===== src/design/conv_pkg.sv =====
`default_nettype none

package conv_pkg;

  // pixel lanes and weight members per beat
  localparam int UNITS          = 4;
  localparam int MEMBERS        = 4;

  // datapath widths
  localparam int WORD_WIDTH     = 8;
  localparam int WORD_WIDTH_ACC = 24;
  localparam int WORD_WIDTH_OUT = 16;

  // config word fields, kernel length 1 to 255
  localparam int KBEATS_WIDTH   = 8;
  localparam int SHIFT_WIDTH    = 5;
  localparam int WEIGHT_WIDTH   = MEMBERS * WORD_WIDTH;
  localparam int CFG_PAD_WIDTH  = WEIGHT_WIDTH - KBEATS_WIDTH - SHIFT_WIDTH;

  // output bank member counter
  localparam int MEMBER_IDX_WIDTH = $clog2(MEMBERS);

  // signed 16 bit clamp range
  localparam int SAT_MAX = 2 ** (WORD_WIDTH_OUT - 1) - 1;
  localparam int SAT_MIN = -(2 ** (WORD_WIDTH_OUT - 1));

  typedef logic signed [WORD_WIDTH-1:0]     word_t;
  typedef logic signed [WORD_WIDTH_ACC-1:0] acc_t;
  typedef logic signed [WORD_WIDTH_OUT-1:0] out_word_t;

  // one pixel per unit
  typedef word_t [UNITS-1:0] pixel_beat_t;
  // one weight per member
  typedef word_t [MEMBERS-1:0] weight_vec_t;

  // first word of every weight packet
  typedef struct packed {
    logic [CFG_PAD_WIDTH-1:0] pad;
    logic [SHIFT_WIDTH-1:0]   out_shift;
    logic [KBEATS_WIDTH-1:0]  kernel_beats;
  } cfg_word_t;

  // weight stream word, config or weights depending on packet position
  typedef union packed {
    cfg_word_t   cfg;
    weight_vec_t weights;
  } weight_word_t;

  // pixel and weight beat taken together, 71 bits
  typedef struct packed {
    pixel_beat_t            pixels;
    weight_vec_t            weights;
    logic                   first;
    logic                   last;
    logic [SHIFT_WIDTH-1:0] out_shift;
  } join_beat_t;

  // member major accumulator array
  typedef acc_t [MEMBERS-1:0][UNITS-1:0] acc_bank_t;

  // finished kernel handed to the output bank
  typedef struct packed {
    acc_bank_t              sums;
    logic [SHIFT_WIDTH-1:0] out_shift;
  } result_bank_t;

  // one member's saturated results
  typedef out_word_t [UNITS-1:0] out_beat_t;

endpackage

`default_nettype wire


===== src/design/conv_input_pipe.sv =====
`default_nettype none

module conv_input_pipe import conv_pkg::*; (
  input  wire logic         aclk,
  input  wire logic         arst_n,
  input  wire logic         s_pixels_valid,
  output logic              s_pixels_ready,
  input  wire pixel_beat_t  s_pixels_data,
  input  wire logic         s_weights_valid,
  output logic              s_weights_ready,
  input  wire weight_word_t s_weights_data,
  output logic              join_valid,
  input  wire logic         join_ready,
  output join_beat_t        join_beat
);

  // high while the next weight word is a config word
  logic                    expect_cfg;
  // latched config of the running kernel
  logic [KBEATS_WIDTH-1:0] kernel_beats_q;
  logic [SHIFT_WIDTH-1:0]  out_shift_q;
  // data beats already joined in this kernel
  logic [KBEATS_WIDTH-1:0] beat_cnt;
  logic                    cfg_take;
  logic                    join_fire;
  logic                    last_beat;

  // config word is taken alone, pixel stream held off
  assign cfg_take = expect_cfg & s_weights_valid;

  // data phase needs both streams at once
  assign join_valid = ~expect_cfg & s_pixels_valid & s_weights_valid;
  assign join_fire  = join_valid & join_ready;

  // readies follow the partner valid so both streams move together
  assign s_weights_ready = expect_cfg ? s_weights_valid : (s_pixels_valid & join_ready);
  assign s_pixels_ready  = ~expect_cfg & s_weights_valid & join_ready;

  // kernel ends on beat kernel_beats-1
  assign last_beat = (beat_cnt == kernel_beats_q - KBEATS_WIDTH'(1));

  // weights side of the union is read here
  always_comb begin
    join_beat.pixels    = s_pixels_data;
    join_beat.weights   = s_weights_data.weights;
    join_beat.first     = (beat_cnt == '0);
    join_beat.last      = last_beat;
    join_beat.out_shift = out_shift_q;
  end

  // two state FSM plus beat counter
  always_ff @(posedge aclk or negedge arst_n) begin
    if (!arst_n) begin
      expect_cfg     <= 1'b1;
      kernel_beats_q <= '0;
      out_shift_q    <= '0;
      beat_cnt       <= '0;
    end else if (cfg_take) begin
      // cfg side of the union
      expect_cfg     <= 1'b0;
      kernel_beats_q <= s_weights_data.cfg.kernel_beats;
      out_shift_q    <= s_weights_data.cfg.out_shift;
      beat_cnt       <= '0;
    end else if (join_fire) begin
      if (last_beat) begin
        // packet done, next word is config again
        expect_cfg <= 1'b1;
        beat_cnt   <= '0;
      end else begin
        beat_cnt <= beat_cnt + KBEATS_WIDTH'(1);
      end
    end
  end

  // zero length would never reach a last beat
  a_cfg_nonzero: assert property (@(posedge aclk) disable iff (!arst_n)
    cfg_take |-> (s_weights_data.cfg.kernel_beats != '0));

  // upstream must hold pixel data across a stall
  a_pixels_hold: assert property (@(posedge aclk) disable iff (!arst_n)
    (s_pixels_valid && !s_pixels_ready) |=> $stable(s_pixels_data));

endmodule

`default_nettype wire


===== src/design/conv_mac_engine.sv =====
`default_nettype none

module conv_mac_engine import conv_pkg::*; (
  input  wire logic       aclk,
  input  wire logic       arst_n,
  input  wire logic       join_valid,
  output logic            join_ready,
  input  wire join_beat_t join_beat,
  output logic            bank_valid,
  input  wire logic       bank_ready,
  output result_bank_t    bank
);

  // running sums per member and unit
  acc_bank_t acc;
  // sums including the current beat
  acc_bank_t next_sums;
  logic      join_fire;
  logic      kernel_end;
  // between a first beat and its last beat
  logic      in_kernel;

  // only a last beat needs the handoff register
  // a drain in the same cycle frees it in time
  assign join_ready = ~(join_beat.last & bank_valid & ~bank_ready);
  assign join_fire  = join_valid & join_ready;
  assign kernel_end = join_fire & join_beat.last;

  // MEMBERS x UNITS signed multipliers
  always_comb begin : mac_array
    logic signed [2*WORD_WIDTH-1:0] prod;
    for (int m = 0; m < MEMBERS; m++) begin
      for (int u = 0; u < UNITS; u++) begin
        // weight m times pixel u, full 16 bit product
        prod = $signed(join_beat.weights[m]) * $signed(join_beat.pixels[u]);
        if (join_beat.first) begin
          // new kernel loads instead of adding
          next_sums[m][u] = WORD_WIDTH_ACC'(prod);
        end else begin
          next_sums[m][u] = $signed(acc[m][u]) + prod;
        end
      end
    end
  end

  // accumulate on every joined beat
  always_ff @(posedge aclk) begin
    if (join_fire) begin
      acc <= next_sums;
    end
  end

  // handoff register, loaded straight from next_sums
  // so the bank is valid one cycle after the last beat
  always_ff @(posedge aclk) begin
    if (kernel_end) begin
      bank.sums      <= next_sums;
      bank.out_shift <= join_beat.out_shift;
    end
  end

  always_ff @(posedge aclk or negedge arst_n) begin
    if (!arst_n) begin
      bank_valid <= 1'b0;
      in_kernel  <= 1'b0;
    end else begin
      // a new result may replace one draining this cycle
      if (kernel_end) begin
        bank_valid <= 1'b1;
      end else if (bank_ready) begin
        bank_valid <= 1'b0;
      end
      if (join_fire) begin
        in_kernel <= ~join_beat.last;
      end
    end
  end

  // first only right after a last, and always there
  a_first_order: assert property (@(posedge aclk) disable iff (!arst_n)
    join_valid |-> (join_beat.first == !in_kernel));

endmodule

`default_nettype wire


===== src/design/conv_dw_bank.sv =====
`default_nettype none

module conv_dw_bank import conv_pkg::*; (
  input  wire logic         aclk,
  input  wire logic         arst_n,
  input  wire logic         bank_valid,
  output logic              bank_ready,
  input  wire result_bank_t bank,
  output logic              m_valid,
  input  wire logic         m_ready,
  output out_beat_t         m_data,
  output logic              m_last
);

  // one stored result bank
  result_bank_t                bank_q;
  // member currently on the output
  logic [MEMBER_IDX_WIDTH-1:0] member_idx;
  logic                        bank_fire;
  logic                        out_fire;

  assign m_last   = (member_idx == MEMBER_IDX_WIDTH'(MEMBERS - 1));
  assign out_fire = m_valid & m_ready;

  // empty, or final member leaving this cycle
  assign bank_ready = ~m_valid | (m_ready & m_last);
  assign bank_fire  = bank_valid & bank_ready;

  // arithmetic shift then clamp to 16 bits
  always_comb begin : shift_sat
    acc_t shifted;
    for (int u = 0; u < UNITS; u++) begin
      shifted = $signed(bank_q.sums[member_idx][u]) >>> bank_q.out_shift;
      if (shifted > SAT_MAX) begin
        m_data[u] = WORD_WIDTH_OUT'(SAT_MAX);
      end else if (shifted < SAT_MIN) begin
        m_data[u] = WORD_WIDTH_OUT'(SAT_MIN);
      end else begin
        m_data[u] = shifted[WORD_WIDTH_OUT-1:0];
      end
    end
  end

  // bank payload
  always_ff @(posedge aclk) begin
    if (bank_fire) begin
      bank_q <= bank;
    end
  end

  always_ff @(posedge aclk or negedge arst_n) begin
    if (!arst_n) begin
      m_valid    <= 1'b0;
      member_idx <= '0;
    end else begin
      // back to back banks keep m_valid high
      if (bank_fire) begin
        m_valid <= 1'b1;
      end else if (out_fire && m_last) begin
        m_valid <= 1'b0;
      end
      // member order 0 .. MEMBERS-1, then wrap
      if (out_fire) begin
        if (m_last) begin
          member_idx <= '0;
        end else begin
          member_idx <= member_idx + MEMBER_IDX_WIDTH'(1);
        end
      end
    end
  end

  // beat frozen while the sink stalls
  a_out_hold: assert property (@(posedge aclk) disable iff (!arst_n)
    (m_valid && !m_ready) |=> (m_valid && $stable(m_data) && $stable(m_last)));

endmodule

`default_nettype wire


===== src/design/conv_accel_top.sv =====
`default_nettype none

module conv_accel_top import conv_pkg::*; (
  input  wire logic         aclk,
  input  wire logic         arst_n,
  // pixel stream
  input  wire logic         s_pixels_valid,
  output wire logic         s_pixels_ready,
  input  wire pixel_beat_t  s_pixels_data,
  // weight stream, config word then kernel weights
  input  wire logic         s_weights_valid,
  output wire logic         s_weights_ready,
  input  wire weight_word_t s_weights_data,
  // results, one member per beat
  output wire logic         m_valid,
  input  wire logic         m_ready,
  output wire out_beat_t    m_data,
  output wire logic         m_last
);

  // joined beats into the MAC array
  wire logic         join_valid;
  wire logic         join_ready;
  wire join_beat_t   join_beat;

  // finished kernels into the output bank
  wire logic         bank_valid;
  wire logic         bank_ready;
  wire result_bank_t bank;

  // decode, config words filtered here
  conv_input_pipe u_input_pipe (
    .aclk            (aclk),
    .arst_n          (arst_n),
    .s_pixels_valid  (s_pixels_valid),
    .s_pixels_ready  (s_pixels_ready),
    .s_pixels_data   (s_pixels_data),
    .s_weights_valid (s_weights_valid),
    .s_weights_ready (s_weights_ready),
    .s_weights_data  (s_weights_data),
    .join_valid      (join_valid),
    .join_ready      (join_ready),
    .join_beat       (join_beat)
  );

  // execute
  conv_mac_engine u_mac_engine (
    .aclk       (aclk),
    .arst_n     (arst_n),
    .join_valid (join_valid),
    .join_ready (join_ready),
    .join_beat  (join_beat),
    .bank_valid (bank_valid),
    .bank_ready (bank_ready),
    .bank       (bank)
  );

  // result, shift and saturate per member
  conv_dw_bank u_dw_bank (
    .aclk       (aclk),
    .arst_n     (arst_n),
    .bank_valid (bank_valid),
    .bank_ready (bank_ready),
    .bank       (bank),
    .m_valid    (m_valid),
    .m_ready    (m_ready),
    .m_data     (m_data),
    .m_last     (m_last)
  );

endmodule

`default_nettype wire


===== config.mk =====
export PLATFORM = sky130hd
export DESIGN_NAME = conv_accel_top
export DESIGN_NICKNAME = d
export VERILOG_FILES = /design/src/design/conv_pkg.sv /design/src/design/conv_input_pipe.sv /design/src/design/conv_mac_engine.sv /design/src/design/conv_dw_bank.sv /design/src/design/conv_accel_top.sv
export SDC_FILE = /design/constraint.sdc
export NUM_CORES = 2
export LEC_CHECK = 0
export ABC_AREA = 1
export BUFFER_PORTS_ARGS = -buffer_cell sky130_fd_sc_hd__buf_4
export CAP_MARGIN = 20
export CORE_ASPECT_RATIO = 1.25
export CORE_MARGIN = 5
export CORE_UTILIZATION = 40
export DETAILED_ROUTE_END_ITERATION = 8
export GPL_ROUTABILITY_DRIVEN = 0
export PLACE_DENSITY = 0.59
export REMOVE_ABC_BUFFERS = 1
export SYNTH_ARGS = -nofsm -noshare
export SYNTH_HDL_FRONTEND = slang
export SYNTH_HIERARCHICAL = 1
export SYNTH_SLANG_ARGS = --single-unit

===== constraint.sdc =====
create_clock -name aclk -period 57.7 [get_ports aclk]
set_input_delay 5.77 -clock aclk [delete_from_list [all_inputs] [get_ports aclk]]
set_output_delay 5.77 -clock aclk [all_outputs]
set_load 0.05 [all_outputs]

## Word level (Yosys, flattened, before mapping)

Index checks and enable logic that the tools add are counted.

- Register bits after elaboration: 1188
- Latch bits: 0
- RAM bits: 0
- Bits in read-only memories: 0
- Output and inout bits: 68
- Word-level logic and storage cells: 170
- Memories kept: 0

- $add $sub $neg: 19
- Multiply operators: 16
- Div/mod/pow operators: 0
- $lt $le $gt $ge: 9
- Equality and inequality tests: 2
- Shifts and indexed selects: 4
- Multiplexer cells: 38
- Bitwise gates (word level): 18
- Reductions and logical operators: 7

Operator list:

| operator | count |
|---|---|
| $add A24 B16 Y24 | 16 |
| $mux W24 | 16 |
| $mul A8 B8 Y16 | 16 |
| $bmux W96 S2 | 1 |
| $mux W16 | 8 |
| $gt A24 B16 Y1 const B | 4 |
| $lt A24 B16 Y1 const B | 4 |
| $mux W96 | 1 |
| $sshr A24 B5 Y24 | 4 |
| $mux W8 | 3 |
| $and A1 B1 Y1 | 13 |
| $add A8 B1 Y8 const B | 1 |
| $eq A8 B8 Y1 | 1 |
| $logic_not A8 Y1 | 1 |
| $mux W1 | 8 |
| $reduce_bool A2 Y1 | 4 |
| $sub A8 B1 Y8 const B | 1 |
| $not A1 Y1 | 4 |
| $lt A2 B3 Y1 const B | 1 |
| $add A2 B1 Y2 const B | 1 |
| $eq A2 B2 Y1 const B | 1 |
| $mux W2 | 1 |
| $reduce_and A2 Y1 | 1 |
| $logic_and A1 B1 Y1 | 1 |
| $or A1 B1 Y1 | 1 |

## Logic depth before layout (Yosys ltp)

- Depth after elaboration: 9
- Gate-level depth with buffers: 37
- Gate-level depth less buffers: 34

## Modules after synthesis

The synthesis kept the hierarchy.

By module, submodules not included:

| module | times used | cells each | area each (um^2) | seq. area each (um^2) |
|---|---|---|---|---|
| conv_mac_engine | 1 | 12240 | 93830.0 | 23237.3 |
| conv_dw_bank | 1 | 2353 | 20342.0 | 11756.3 |
| conv_input_pipe | 1 | 260 | 1898.1 | 551.8 |

## Worst setup path after synthesis

Ideal clock, no wire load.

- Path kind: input to register
- Start: input s_weights_valid
- End: register u_mac_engine/bank[0] (netlist name)
- Arrival: 35.278 ns
- Required time: 57.111 ns
- Slack: 21.832 ns
- Stages on the path: 6
- Path buffers: 0
- Cell sequence: inv_1 nor3_1 inv_1 a31oi_1 nand2_1 inv_1

- Longest elaborated chain between the ends: 3

Ends and longest elaborated chain:

| item | line | source |
|---|---|---|
| start, declared | conv_accel_top.sv:11 | `input wire logic s_weights_valid,` |
| $and A1 B1 Y1 | conv_input_pipe.sv:32 | `assign join_valid = ~expect_cfg & s_pixels_valid & s_weights_valid;` |
| via join_valid | conv_accel_top.sv:22 | `wire logic join_valid;` |
| $and A1 B1 Y1 | conv_mac_engine.sv:26 | `assign join_fire = join_valid & join_ready;` |
| via u_mac_engine.join_fire | conv_mac_engine.sv:18 | `logic join_fire;` |
| $and A1 B1 Y1 | conv_mac_engine.sv:27 | `assign kernel_end = join_fire & join_beat.last;` |
| via u_mac_engine.kernel_end | conv_mac_engine.sv:19 | `logic kernel_end;` |

The timed path passes the listed nets, and every way through them passes these cells.
A chain may end at the register's enable or synchronous reset.

## Final worst setup path

- Start: input m_ready
- End: output s_weights_ready

- Longest elaborated chain between the ends: 7

Ends and longest elaborated chain:

| item | line | source |
|---|---|---|
| start, declared | conv_accel_top.sv:16 | `input wire logic m_ready,` |
| $and A1 B1 Y1 | conv_dw_bank.sv:26 | `assign bank_ready = ~m_valid \| (m_ready & m_last);` |
| $or A1 B1 Y1 | conv_dw_bank.sv:26 |  |
| via bank_ready | conv_accel_top.sv:28 | `wire logic bank_ready;` |
| $not A1 Y1 | conv_mac_engine.sv:25 | `assign join_ready = ~(join_beat.last & bank_valid & ~bank_ready);` |
| $and A1 B1 Y1 | conv_mac_engine.sv:25 |  |
| $not A1 Y1 | conv_mac_engine.sv:25 |  |
| via join_ready | conv_accel_top.sv:23 | `wire logic join_ready;` |
| $and A1 B1 Y1 | conv_input_pipe.sv:36 | `assign s_weights_ready = expect_cfg ? s_weights_valid : (s_pixels_valid & join_ready);` |
| $mux W1 | conv_input_pipe.sv:36 |  |
| end, declared | conv_accel_top.sv:12 | `output wire logic s_weights_ready,` |

The timed path passes the listed nets, and every way through them passes these cells.

==> flow_summary.toml <==
[timing]
whs_ps = 369
fmax_mhz = 80.0
worstMarginPinSlew_ps = 1100
clock_skew_ps = 72.0
fin_crit_sh = 0.217
drv_slew = 0
setup_viol = 0
tns_ps = 0
final_hold_viol_count = 0
maxSlewHeadroom = 0.268
rsz0062_at_grt = "no"
min_period_ps = 12490

[critical_path]
startpoint_type = "input pin"
critPathKind = "in2out"
endpoint_kind = "output pin"
required_ps = 51930
worstPathArrival_ps = 6720
path_max_fanout = 3

[synth]
netlist_instances = 14853
synth_edf_count = 1162
synth-main-ff-cell = "edfxtp_1"
ys_top_cells_by_area = "edfxtp_1 30%, fa_1 15%, nand2_1 14%, inv_1 9.4%, ha_1 9.4%"
yosys.cell_types.count = 64
ys_seq_area_frac = 0.306
synth_top_area_share = 0.301
synth.cell_area_sq_mm = 0.116
ys_seq_elements = 1188
yosysWarnings = 6
synth_top_area_cell = "edfxtp_1"
ys_async_sr_fraction = 0.0219
syn_avg_cell_area_sq_um = 7.81

[layout]
syn_to_final_growth_pct = 7.47
drive_gt1_frac = 0.0450
nets = 16545
ff_latch_area_sq_mm = 0.0356
multiInputGateArea_sq_mm = 0.0671
num-fill-cells = 29117

[grt]
use_met2 = 0.392
grt_max_degree = 154
grt-busiest-layer = "met2"
antenna_found_initial = 20
grt_pass1_wl_um = 516000
grt_usage = 0.217
grt_overflow = 0
grt_pass1_vias = 93917
met1_usage = 0.267
grt_use_met3 = 0.0236

[clocking]
post_cts_resized = 0
insertion_delay_ps = 840
cts_setup_buffers = 0
htreeDepth = 4
clk_pin_slew_ps = 60
cts_inserted_buffers = 142
cts.root.buffer_cell = "clkbuf_16"
cts_tree = "done"
cts_buffer_depth = 4
cts.sinks = 1188
cts_hold_buffers = 0

[die]
start_util = 0.401
die_area_sq_mm = 0.301
core_area_sq_mm = 0.290
die_h_um = 612
io_pins = 137
num_rows = 221
die-width_um = 492

[job]
cap_violations = 0

[hold_path]
hp-class = "reg2reg"

[status]
status = "finished clean"

[routing]
ant_nets = 0
drc = 0
first_pass_iters = 7
avgRoutedWirePerCell_um = 17.7
vias_per_cell = 5.04
drtIter0Drc = 6298
via_count = 93779
routed_wl_um = 330000

[placed_design]
post-dp-hpwl_um = 247000
port_buffers = 136
[routing by layer]
layer / wire [um] / vias to the layer above
li1: - / 46383
met1: 137000 / 44678
met2: 165000 / 2215
met3: 15500 / 499
met4: 12500 / 4
met5: 23 / -
[state kept, by name, indices dropped and copies added (netlist names)]
register,flops
u_mac_engine/acc,384
u_mac_engine/bank_valid,1
u_input_pipe/beat_cnt,8
u_dw_bank/m_valid,1
u_input_pipe/kernel_beats_q,8
u_mac_engine/bank,389
u_dw_bank/member_idx,2
u_input_pipe/expect_cfg,1
u_dw_bank/bank_q,389
u_input_pipe/out_shift_q,5
[per-stage QoR]
step                worst slack (ps)   util  area, sq um  cells
finish                         45210  0.431       125000  18616
global route                   45080  0.431       125000  18605
CTS                            45200  0.431       125000  18602
detailed placement             45200  0.415       120000  18358
global placement               45200  0.415       120000  18358
floorplan                       1250      -       114000  14375
[worst max-delay path: stages]
cell and delay, ps:
buf_4 110, nand2_1 110, nand2_1 80, inv_1 120, nand3_1 130, nand2_1 130
nand2_1 50, buf_4 210
[final timing paths]
kind / to / depth (start not counted) / slack (ps) / from
setup / recovery: s_weights_ready / 8 / 45210 / m_ready
hold / removal: u_dw_bank/bank_q[136] / 0 / 370 / u_mac_engine/bank[136]
setup reg to reg: u_mac_engine/bank[33] / 16 / 51360 / u_input_pipe/kernel_beats_q[0]
hold reg to reg: u_dw_bank/bank_q[136] / 0 / 370 / u_mac_engine/bank[136]
max in group asynchronous: u_dw_bank/member_idx[0] / 1 / 52440 / arst_n
min in group asynchronous: u_input_pipe/out_shift_q[1] / 1 / 4910 / arst_n
[cell usage after synthesis, types with 31 or more instances]
| library cell | n |
|---|---|
| buf_1 | 46 |
| inv_1 | 2900 |
| o21ai_0 | 426 |
| fa_1 | 896 |
| nor3_1 | 82 |
| o21bai_1 | 73 |
| xor2_1 | 149 |
| nand2_2 | 45 |
| inv_2 | 56 |
| or2_1 | 38 |
| o21ai_1 | 131 |
| nand4_1 | 187 |
| clkbuf_1 | 249 |
| buf_2 | 74 |
| a31oi_1 | 32 |
| buf_4 | 86 |
| and2_1 | 34 |
| nand3_1 | 1035 |
| ha_1 | 868 |
| or2_2 | 44 |
| a21oi_1 | 628 |
| nor2_1 | 752 |
| nand2_1 | 4443 |
| nand3b_1 | 31 |
| edfxtp_1 | 1162 |
| xnor2_1 | 96 |
[kinds of logic (layout without fill, tap and decap cells)]
group                    count (synthesis)  in the layout  synth area share
flip-flops                            1188           1188             0.306
XOR/XNOR                               245            245            0.0185
adder cells (fa/ha/maj)               1764           1764             0.248
multiplexers                             9              9          0.000841
buffers and inverters                 3443           3402             0.116
AND/OR/NAND/NOR                       6754           6754             0.241
other                                    0             13                 0
AO/OA/AOI/OAI                         1450           1450            0.0686
[cell usage in the layout, fill, tap and decap left out, types with 38 or more instances in the layout]
cell type	instances
or2_1	38
edfxtp_1	1162
nand2_2	45
nor2_1	750
inv_2	58
nand4_1	187
xnor2_1	96
nor3_1	82
a21oi_1	627
fa_1	896
inv_1	2893
buf_4	187
o21bai_1	73
ha_1	868
xor2_1	149
nand3_1	1035
or2_2	44
o21ai_1	131
clkbuf_16	146
nand2_1	4443
o21ai_0	426
[area by class of cell]
cell class,instances,area share
Antenna cell,13,0.000261
Inverter,2965,0.0895
Timing Repair Buffer,193,0.0122
Tap cell,3791,0.0380
Clock inverter,77,0.00730
Clock buffer,167,0.0301
Sequential cell,1188,0.285
Multi-Input combinational cell,10222,0.538
Power is not shown: default switching activity piles up to over one toggle a cycle in this logic, so the estimate is an artifact.
